<file path="config.mk">
export PLATFORM = sky130hd
export DESIGN_NAME = fpuConvUnit
export DESIGN_NICKNAME = d
export VERILOG_FILES = /design/src/verilog/fpuPkg.sv /design/src/verilog/fpuIssueDecode.sv /design/src/verilog/fpuWiden.sv /design/src/verilog/fpuNarrow.sv /design/src/verilog/fpuConvExecute.sv /design/src/verilog/fpuResultStage.sv /design/src/verilog/fpuConvUnit.sv
export SDC_FILE = /design/constraint.sdc
export NUM_CORES = 1
export LEC_CHECK = 0
export ABC_AREA = 1
export BUFFER_PORTS_ARGS = -buffer_cell sky130_fd_sc_hd__clkbuf_2
export CAP_MARGIN = 20
export CORE_ASPECT_RATIO = 0.7
export CORE_MARGIN = 5
export CORE_UTILIZATION = 54
export DETAILED_ROUTE_END_ITERATION = 8
export GPL_ROUTABILITY_DRIVEN = 0
export HOLD_SLACK_MARGIN = 0.15
export PLACE_DENSITY = 0.88
export SETUP_SLACK_MARGIN = 0.2
export SYNTH_ARGS = -nofsm -noshare
export SYNTH_HDL_FRONTEND = slang
export SYNTH_SLANG_ARGS = --single-unit
</file>
<file path="constraint.sdc">
create_clock -name clock -period 4.5 [get_ports clock]
set_input_delay 0.9 -clock clock [delete_from_list [all_inputs] [get_ports clock]]
set_output_delay 0.9 -clock clock [all_outputs]
set_load 0.01 [all_outputs]
</file>
<file path="src/verilog/fpuPkg.sv">
package fpuPkg;

	// raw command word, [7:6] condition code, [5:0] opcode
	typedef logic [8:0] uCmd_t;
	typedef logic [8:0] uIxt_t;		// opcode extension

	typedef logic [63:0] dword_t;
	typedef logic [31:0] sword_t;
	typedef logic [15:0] hword_t;

	typedef logic [2:0] convKind_t;
	typedef logic [1:0] statusOk_t;

	// opcodes handled by this unit
	localparam logic [5:0] UCMD_NOP   = 6'h00;
	localparam logic [5:0] UCMD_FPU3  = 6'h1C;
	localparam logic [5:0] UCMD_FLDCX = 6'h1D;
	localparam logic [5:0] UCMD_FSTCX = 6'h1E;

	// condition codes
	localparam logic [1:0] CC_AL = 2'd0;
	localparam logic [1:0] CC_NV = 2'd1;
	localparam logic [1:0] CC_CT = 2'd2;	// run if T set
	localparam logic [1:0] CC_CF = 2'd3;	// run if T clear

	// operation kinds after decode
	localparam convKind_t KIND_NONE = 3'd0;
	localparam convKind_t KIND_MOVE = 3'd1;
	localparam convKind_t KIND_S2D  = 3'd2;
	localparam convKind_t KIND_H2D  = 3'd3;
	localparam convKind_t KIND_D2S  = 3'd4;
	localparam convKind_t KIND_D2H  = 3'd5;
	localparam convKind_t KIND_PAIR = 3'd6;	// narrowed single over low Rs word

	// execute status
	localparam statusOk_t OK_READY = 2'd0;
	localparam statusOk_t OK_OK    = 2'd1;
	localparam statusOk_t OK_HOLD  = 2'd2;

	// IEEE format field widths
	localparam int SGL_EXP_BITS = 8;
	localparam int SGL_MAN_BITS = 23;
	localparam int HLF_EXP_BITS = 5;
	localparam int HLF_MAN_BITS = 10;
	localparam int DBL_EXP_BITS = 11;
	localparam int DBL_MAN_BITS = 52;

	typedef struct packed {
		uCmd_t  cmd;
		uIxt_t  ixt;
		dword_t rs;
	} fpuLaneCmd_t;

	typedef struct packed {
		logic      active;
		convKind_t kind;
		logic      highHalf;	// FLDCX source from Rs[63:32]
		dword_t    rs;
	} fpuIssue_t;

	typedef struct packed {
		statusOk_t status;
		dword_t    value;
	} fpuResult_t;

endpackage

</file>
<file path="src/verilog/fpuIssueDecode.sv">
`timescale 1ns/1ps

module fpuIssueDecode (
	input  logic                clock,
	input  logic                reset,
	input  logic                hold,
	input  fpuPkg::fpuLaneCmd_t laneA,
	input  fpuPkg::fpuLaneCmd_t laneB,
	input  logic                statusT,
	input  logic                flush,
	output fpuPkg::fpuIssue_t   issue
);

	fpuPkg::fpuLaneCmd_t picked;
	fpuPkg::uCmd_t       cmdL;
	fpuPkg::uIxt_t       ixtL;
	fpuPkg::dword_t      rsL;
	logic                statusTL;
	logic                flushL;
	logic                opEnable;
	fpuPkg::convKind_t   kind;

	function automatic logic isFpuCmd(input fpuPkg::uCmd_t cmd);
		return (cmd[5:0] == fpuPkg::UCMD_FPU3) ||
			(cmd[5:0] == fpuPkg::UCMD_FLDCX) ||
			(cmd[5:0] == fpuPkg::UCMD_FSTCX);
	endfunction

	// lane A wins when both carry an FPU op
	assign picked = (!isFpuCmd(laneA.cmd) && isFpuCmd(laneB.cmd)) ? laneB : laneA;

	always_ff @(posedge clock) begin
		if (reset) begin
			cmdL     <= {1'b0, fpuPkg::CC_AL, fpuPkg::UCMD_NOP};
			statusTL <= 1'b0;
			flushL   <= 1'b0;
		end else if (!hold) begin
			cmdL     <= picked.cmd;
			statusTL <= statusT;
			flushL   <= flush;
		end
	end

	always_ff @(posedge clock) begin
		if (!hold) begin
			ixtL <= picked.ixt;
			rsL  <= picked.rs;
		end
	end

	// predication on the latched copy
	always_comb begin
		casez ({flushL, cmdL[7:6], statusTL})
			4'b000?: opEnable = 1'b1;	// AL
			4'b001?: opEnable = 1'b0;	// NV
			4'b0100: opEnable = 1'b0;
			4'b0101: opEnable = 1'b1;	// CT, T set
			4'b0110: opEnable = 1'b1;	// CF, T clear
			4'b0111: opEnable = 1'b0;
			default: opEnable = 1'b0;	// flushed
		endcase
	end

	always_comb begin
		kind = fpuPkg::KIND_NONE;
		case (cmdL[5:0])
			fpuPkg::UCMD_FPU3: begin
				if (ixtL[3:0] == 4'h4)
					kind = fpuPkg::KIND_MOVE;
			end
			fpuPkg::UCMD_FLDCX: begin
				case (ixtL[2:0])	// bit 3 picks the half, not the op
					3'h0: kind = fpuPkg::KIND_S2D;
					3'h1: kind = fpuPkg::KIND_MOVE;
					3'h3: kind = fpuPkg::KIND_H2D;
					default: kind = fpuPkg::KIND_NONE;
				endcase
			end
			fpuPkg::UCMD_FSTCX: begin
				case (ixtL[3:0])
					4'h0: kind = fpuPkg::KIND_D2S;
					4'h1: kind = fpuPkg::KIND_MOVE;
					4'h3: kind = fpuPkg::KIND_D2H;
					4'h8: kind = fpuPkg::KIND_PAIR;
					default: kind = fpuPkg::KIND_NONE;
				endcase
			end
			default: kind = fpuPkg::KIND_NONE;
		endcase
	end

	assign issue = '{
		active:   opEnable && (kind != fpuPkg::KIND_NONE),
		kind:     kind,
		highHalf: (cmdL[5:0] == fpuPkg::UCMD_FLDCX) && ixtL[3],
		rs:       rsL
	};

	// a held pipeline must not drop or take a command
	assert property (@(posedge clock) disable iff (reset)
		hold |=> $stable({cmdL, ixtL, rsL}));

endmodule

</file>
<file path="src/verilog/fpuWiden.sv">
`timescale 1ns/1ps

module fpuWiden #(
	parameter int ExpBits = 8,
	parameter int ManBits = 23
) (
	input  logic [ExpBits+ManBits:0] source,
	output fpuPkg::dword_t           widened
);

	localparam int DblExp = fpuPkg::DBL_EXP_BITS;
	localparam int DblMan = fpuPkg::DBL_MAN_BITS;
	// difference of the two exponent biases
	localparam int BiasDelta = ((1 << (DblExp - 1)) - 1) - ((1 << (ExpBits - 1)) - 1);

	logic              sign;
	logic [ExpBits-1:0] expIn;
	logic [ManBits-1:0] manIn;
	logic [DblExp-1:0]  expOut;
	logic [DblMan-1:0]  manOut;

	assign sign  = source[ExpBits+ManBits];
	assign expIn = source[ExpBits+ManBits-1:ManBits];
	assign manIn = source[ManBits-1:0];

	assign expOut = DblExp'(expIn) + DblExp'(BiasDelta);
	assign manOut = {manIn, {(DblMan - ManBits){1'b0}}};	// left aligned

	always_comb begin
		if (expIn == '0) begin
			// denormals flush to zero
			widened = {sign, {(DblExp + DblMan){1'b0}}};
		end else if (&expIn) begin
			widened = {sign, {DblExp{1'b1}}, manOut};	// inf / NaN
		end else begin
			widened = {sign, expOut, manOut};
		end
	end

endmodule

</file>
<file path="src/verilog/fpuNarrow.sv">
`timescale 1ns/1ps

module fpuNarrow #(
	parameter int ExpBits = 8,
	parameter int ManBits = 23
) (
	input  fpuPkg::dword_t           source,
	output logic [ExpBits+ManBits:0] narrowed
);

	localparam int DblExp  = fpuPkg::DBL_EXP_BITS;
	localparam int DblMan  = fpuPkg::DBL_MAN_BITS;
	localparam int DblBias = (1 << (DblExp - 1)) - 1;
	localparam int Bias    = (1 << (ExpBits - 1)) - 1;
	localparam int MaxExp  = (1 << ExpBits) - 1;	// all-ones field

	logic                     sign;
	logic [DblExp-1:0]        expIn;
	logic [DblMan-1:0]        manIn;
	logic signed [DblExp+1:0] rebiased;	// two spare bits for sign and range
	logic [ManBits-1:0]       manTrunc;

	assign sign     = source[DblExp+DblMan];
	assign expIn    = source[DblExp+DblMan-1:DblMan];
	assign manIn    = source[DblMan-1:0];
	assign manTrunc = manIn[DblMan-1:DblMan-ManBits];	// round toward zero

	assign rebiased = $signed({2'b00, expIn}) - $signed((DblExp + 2)'(DblBias - Bias));

	always_comb begin
		if (&expIn) begin
			if (manIn == '0) begin
				narrowed = {sign, {ExpBits{1'b1}}, {ManBits{1'b0}}};
			end else begin
				// keep it a NaN even if the kept bits are zero
				narrowed = {sign, {ExpBits{1'b1}}, 1'b1, manTrunc[ManBits-2:0]};
			end
		end else if (expIn == '0) begin
			narrowed = {sign, {(ExpBits + ManBits){1'b0}}};
		end else if (rebiased <= 0) begin
			narrowed = {sign, {(ExpBits + ManBits){1'b0}}};	// underflow
		end else if (rebiased >= MaxExp) begin
			narrowed = {sign, {ExpBits{1'b1}}, {ManBits{1'b0}}};	// overflow to inf
		end else begin
			narrowed = {sign, rebiased[ExpBits-1:0], manTrunc};
		end
	end

endmodule

</file>
<file path="src/verilog/fpuConvExecute.sv">
`timescale 1ns/1ps

module fpuConvExecute (
	input  fpuPkg::fpuIssue_t  issue,
	output fpuPkg::fpuResult_t opResult
);

	fpuPkg::sword_t srcWord;
	fpuPkg::dword_t widenS;
	fpuPkg::dword_t widenH;
	fpuPkg::sword_t narrowS;
	fpuPkg::hword_t narrowH;
	fpuPkg::dword_t opValue;

	// load source half, ixt bit 3 picks the upper word
	assign srcWord = issue.highHalf ? issue.rs[63:32] : issue.rs[31:0];

	fpuWiden #(
		.ExpBits(fpuPkg::SGL_EXP_BITS),
		.ManBits(fpuPkg::SGL_MAN_BITS)
	) u_widenS (
		.source (srcWord),
		.widened(widenS)
	);

	fpuWiden #(
		.ExpBits(fpuPkg::HLF_EXP_BITS),
		.ManBits(fpuPkg::HLF_MAN_BITS)
	) u_widenH (
		.source (srcWord[15:0]),
		.widened(widenH)
	);

	fpuNarrow #(
		.ExpBits(fpuPkg::SGL_EXP_BITS),
		.ManBits(fpuPkg::SGL_MAN_BITS)
	) u_narrowS (
		.source  (issue.rs),
		.narrowed(narrowS)
	);

	fpuNarrow #(
		.ExpBits(fpuPkg::HLF_EXP_BITS),
		.ManBits(fpuPkg::HLF_MAN_BITS)
	) u_narrowH (
		.source  (issue.rs),
		.narrowed(narrowH)
	);

	always_comb begin
		case (issue.kind)
			fpuPkg::KIND_MOVE: opValue = issue.rs;
			fpuPkg::KIND_S2D:  opValue = widenS;
			fpuPkg::KIND_H2D:  opValue = widenH;
			fpuPkg::KIND_D2S:  opValue = {32'h0, narrowS};
			fpuPkg::KIND_D2H:  opValue = {48'h0, narrowH};
			fpuPkg::KIND_PAIR: opValue = {narrowS, issue.rs[31:0]};
			default:           opValue = '0;
		endcase
	end

	// predicated-off or unknown ops report ready with a zero value
	assign opResult.status = issue.active ? fpuPkg::OK_OK : fpuPkg::OK_READY;
	assign opResult.value  = issue.active ? opValue : '0;

endmodule

</file>
<file path="src/verilog/fpuResultStage.sv">
`timescale 1ns/1ps

module fpuResultStage (
	input  logic               clock,
	input  logic               reset,
	input  logic               hold,
	input  fpuPkg::fpuResult_t opResult,
	output fpuPkg::fpuResult_t result
);

	fpuPkg::fpuResult_t resultL;

	always_ff @(posedge clock) begin
		if (reset) begin
			resultL.status <= fpuPkg::OK_READY;
			resultL.value  <= '0;
		end else if (!hold) begin
			resultL <= opResult;
		end
	end

	assign result = resultL;

	// result must not move while the pipe is frozen
	assert property (@(posedge clock) disable iff (reset)
		hold |=> $stable(result));

	// every op here is single cycle, the unit never asks for a hold itself
	assert property (@(posedge clock) disable iff (reset)
		result.status != fpuPkg::OK_HOLD);

endmodule

</file>
<file path="src/verilog/fpuConvUnit.sv">
`timescale 1ns/1ps

module fpuConvUnit (
	input  logic                clock,
	input  logic                reset,
	input  logic                hold,
	input  fpuPkg::fpuLaneCmd_t laneA,
	input  fpuPkg::fpuLaneCmd_t laneB,
	input  logic                statusT,
	input  logic                flush,
	output fpuPkg::fpuResult_t  result
);

	fpuPkg::fpuIssue_t  issue;
	fpuPkg::fpuResult_t opResult;	// combinational, registered in the result stage

	fpuIssueDecode u_decode (
		.clock  (clock),
		.reset  (reset),
		.hold   (hold),
		.laneA  (laneA),
		.laneB  (laneB),
		.statusT(statusT),
		.flush  (flush),
		.issue  (issue)
	);

	fpuConvExecute u_execute (
		.issue   (issue),
		.opResult(opResult)
	);

	fpuResultStage u_result (
		.clock   (clock),
		.reset   (reset),
		.hold    (hold),
		.opResult(opResult),
		.result  (result)
	);

endmodule

</file>
# After elaboration in Yosys (flattened, before gate mapping)
# Index checks and enable logic that the tools add are counted.
# totals
reg_bits	144
latchBits	0
ram_bits	0
romBits	0
input_bits	169
mem_count	0
# op_classes
addsub	4
mul	0
div_mod_pow	0
magnitude_cmp	4
n_eq_ne	23
shift	0
n_mux	24
bitwise_logic	0
n_reduce_logical	20
# op_table
operator	count
$pmux 64 s6	1
$mux 63	4
$mux 31	4
$mux 81	1
$mux 64	1
$mux 15	4
$eq 6x5->1 const B	9
$logic_not 52->1	1
$mux 32	1
$le 12x1->1 const B	2
$sub 11x10->12 const B	2
$mux 23	1
$eq 4x3->1 const B	3
$ge 12x6->1 const B	1
$ge 12x9->1 const B	1
$pmux 3 s4	1
$add 5x10->11 const B	1
$add 8x10->11 const B	1
$logic_not 11->1	1
$reduce_and 11->1	1
$mux 10	1
$eq 3x2->1 const B	3
$eq 3x3->1 const B	3
$pmux 3 s3	1
other kinds (17)	26

# Logic depth before layout (Yosys ltp)
# logic_depth
ltp_word	8
ltp_mapped	16

# Modules after synthesis
# A second synthesis with hierarchy kept.
# hier_totals
cells_unflattened	1997
hier_area_um2	12166.7
# by_module_without_submodules
module	n_inst	cells_each	area_per_inst_um2
fpuIssueDecode	1	412	3678.5
fpuConvExecute	1	654	3131.8
fpuResultStage	1	419	2707.6
fpuNarrow (u_execute.u_narrowS)	1	199	942.2
fpuNarrow (u_execute.u_narrowH)	1	124	651.9
fpuWiden (u_execute.u_widenS)	1	104	536.8
fpuWiden (u_execute.u_widenH)	1	85	518.0

# Worst setup path before layout
# OpenSTA, ideal clock, no wires.
# synth_timing
kind	input-to-reg
from	input hold
to	register u_decode.cmdL[1]
setup_time_ns	0.124
arrival_time_ns	3.420
required_time_ns	4.376
setup_slack_ns	0.956
cell_stages	5
n_path_buf	1
path_cell_list	inv_1 -> clkbuf_1 -> nand3_1 -> o211ai_1 -> inv_1
# synth_rtl
element	line_no	text
start: declaration	fpuConvUnit.sv:6	input logic hold,
end signal: assignment	fpuIssueDecode.sv:34	cmdL <= {1'b0, fpuPkg::CC_AL, fpuPkg::UCMD_NOP};
end signal: assignment	fpuIssueDecode.sv:38	cmdL <= picked.cmd;
end: declaration	fpuIssueDecode.sv:15	fpuPkg::uCmd_t cmdL;

# Final worst setup path
# layout_timing
from	register u_decode.ixtL[3]
to	register u_result.resultL, in the netlist u_result.result[19]
# layout_via
elab_chain_cells	6
word_cells_on_any_way	24
# layout_rtl
element	line_no	text
start: declaration	fpuIssueDecode.sv:16	fpuPkg::uIxt_t ixtL;
start signal: assignment	fpuIssueDecode.sv:46	ixtL <= picked.ixt;
$eq 4x4->1 (tied with other cells)	fpuIssueDecode.sv:80	case (ixtL[3:0])
$pmux 3 s4 (tied with other cells)	fpuIssueDecode.sv:80	
$pmux 3 s3 (tied with other cells)	fpuIssueDecode.sv:66	case (cmdL[5:0])
$eq 3x3->1 (tied with other cells)	fpuConvExecute.sv:51	case (issue.kind)
$pmux 64 s6 or $logic_and 1x1->1 (tied branches)	fpuConvExecute.sv:51, fpuIssueDecode.sv:93	
$mux 64 *	fpuConvExecute.sv:64	assign opResult.value = issue.active ? opValue : '0;
end signal: assignment	fpuResultStage.sv:18	resultL <= opResult;
end: declaration	fpuResultStage.sv:11	fpuPkg::fpuResult_t resultL;
# Mark *: on every way between the ends. The rest lies on a longest branch, timed or not.
# A chain may end at the register's enable or synchronous reset.

==> flow_summary.yaml <==
run_status:
  status: "complete, but fails checks"
  violations: "DRC"
timing:
  tightest_slew_ns: 0.9552
  clock.fmax_mhz: 317.0
  setup_tns_ns: 0
  post-route-period-util_pct: 70.11
  worst_slack_ns: 1.345
  maxSlewHeadroom_pct: 36.32
  drv_slew: 0
  whs_ns: 0.4610
  grt_setup_unrepaired: "false"
  hold_viol_final: 0
  min_period_ns: 3.155
  setup_viol: 0
  finalClockSkew_ns: 0.009564
die:
  dieArea_um2: 18860
  io_pins: 235
  row_count: 38
  fp.dieW_um: 162
  coreArea_um2: 15690
  die_h_um: 116.4
  start_util_pct: 55.66
place:
  place_area_um2: 9822
  placed_cells: 1539
  portBuffers: 221
  dp_hpwl_um: 22020
  dpl_worst_slack_ns: 1.537
finish:
  n_antenna_cell: 0
  most-common-layout-cells: "nand2_1 (308), clkbuf_2 (221), nand3_1 (137)"
  multi_input_area_um2: 4402
  design_area_um2: 10380
  register_area_um2: 3543
  finalNetCount: 1531
  final_cells: 1571
  final.fill_count: 1375
  final_common_cell: "nand2_1"
  drive_above_1_share_pct: 27.28
  fin_util_pct: 66.16
  area_growth_pct: 18.87
routing:
  final_antenna_net_count: 0
  wirelength_um: 28670
  first_pass_iters: 9
  wl_per_cell_um: 18.25
  route.vias.total: 9147
  drt_iter0_drc: 1354
  drc: 62
  routed_via_density: 5.822
logic_synthesis:
  synth.distinct_cells: 40
  ys_seq_elements: 143
  synth_nets: 1346
  synth_edf_count: 68
  synth_area_um2: 8733
  synth-async-reset-ratio_pct: 0
  synthCells: 1173
  ys.flop_type: "dfxtp_1"
  yosysWarnings: 0
  yosysSeqAreaShare_pct: 40.57
  postSynthAreaPerCell_um2: 7.445
clocking:
  htreeDepth: 4
  numCtsBuffers: 17
  clkTransAtPathRegs_ns: 0.06
  clock_sinks: 143
  cts_tree: "done"
  hold_buffers: 0
  cts_buffer_depth: 2
  worstSkewPairLatency_ns: 0.43
  post_cts_resized: 0
  postCtsSetupBuffers: 0
  clockRootBuffer: "clkbuf_16"
pwr:
  ir_drop_mv: 0.2230
  total_power_mw: 3.222
  leakage_nw: 4.767
  power_density_nw_per_um2: 310.4
worst_setup_path:
  r2r_start: "u_decode.ixtL[3]"
  critical-path-top-delay-family: "simple AND/OR/NAND/NOR gates"
  max_stage_delay_ns: 0.55
  reg2regPathDepth: 11
  start_kind: "flop"
  criticalPathCategory: "flop to flop"
  r2r-end: "u_result.result[19]"
  r2r_slack_ns: 1.35
  crit_buf_inv: 3
  crit_required_ns: 4.85
  crit_fanout: 21
  critPathCapture: "u_result.result[19]"
  cp-end-kind: "flop"
  crit_slowest_cell: "edfxtp_1"
  cp_cell_sequence: "inv_1 > nand3_1 > nand2_1 > nand2_2 > inv_2 > nand4_1 > inv_2 > nand3_1 > o21ai_1 > nand2_1 > a21oi_1"
  arrival_ns: 3.50
  path_depth: 11
  startpoint: "u_decode.ixtL[3]"
min_path:
  hold_class: "flop to flop"
  hold-path-cell-count: 2
job:
  drv_cap: 0
global_routing:
  grt_pass1_wl_um: 43530
  grt-ovfl-total: 0
  grt_start_max_net_pins: 77
  antenna_found_initial: 0
  grt_pass1_vias: 8265
  track_usage_pct: 29.79
layout make-up:
type                       count  share of cell area (%)
clock buffer                  17                   4.098
sequential                   143                   34.13
clock inverter                15                   1.290
timing repair buffer         224                   10.87
tap                          200                   2.411
multi-input combinational    840                   42.40
inverter                     132                   4.797
logic make-up after synthesis:
| logic type | Yosys count | synth area share (%) |
|---|---|---|
| and+or+nand+nor | 600 | 30.76 |
| buffers and inverters | 190 | 9.112 |
| AOI/OAI and AO/OA | 167 | 10.17 |
| DFF | 143 | 40.57 |
| other | 1 | 0.04294 |
| muxes | 68 | 8.768 |
| adders and majority gates | 4 | 0.5731 |
worst reg2reg max path, stage by stage, from the launching register on:
cell and delay (ns):
edfxtp_1 0.55, inv_1 0.17, nand3_1 0.09, nand2_1 0.08
nand2_2 0.28, inv_2 0.21, nand4_1 0.55, inv_2 0.49
nand3_1 0.12, o21ai_1 0.26, nand2_1 0.12, a21oi_1 0.16
worst min path at each step:
stage                                    from             endpoint
after global routing      u_result.result[41]  u_result.result[41]
after floorplan             u_decode.statusTL    u_decode.statusTL
after global placement     u_result.result[8]   u_result.result[8]
final                      u_result.result[8]   u_result.result[8]
after detailed placement  u_result.result[16]  u_result.result[16]
after CTS                  u_result.result[8]   u_result.result[8]
registers in the layout, summed over array words and instances (netlist names):
signal,count
u_result.result,65
u_decode.rsL,64
u_decode.cmdL,8
u_decode.ixtL,4
u_decode.flushL,1
u_decode.statusTL,1
layer usage:
| metal | track usage (%) | part of all wire [%] |
|---|---|---|
| met1 | 42.66 | 42 |
| met2 | 40.58 | 39 |
| met3 | 14.43 | 17 |
| met4 | 6.704 | 2.2 |
| met5 | 0 | 0.15 |
synth_stat cells (6+ instances only):
library cell	number	area, um2
o21ai_1	26	130.1
nor2_1	76	285.3
buf_2	25	125.1
mux2_2	68	765.7
a21oi_1	82	410.4
nor3_1	6	30.03
o21ai_0	39	195.2
nand3_1	137	685.7
clkbuf_1	22	82.58
nand2_2	10	62.56
inv_1	112	420.4
nand4_1	38	237.7
nand2_1	309	1160
inv_2	17	63.81
edfxtp_1	68	2042
dfxtp_1	75	1501
report_power, final:
group | internal [mW] | total [mW] | switching (mW)
registers | 1.43 | 1.53 | 0.0947
clock network | 0.764 | 1.35 | 0.583
logic | 0.135 | 0.346 | 0.211
(Power assumes the default switching activity.)
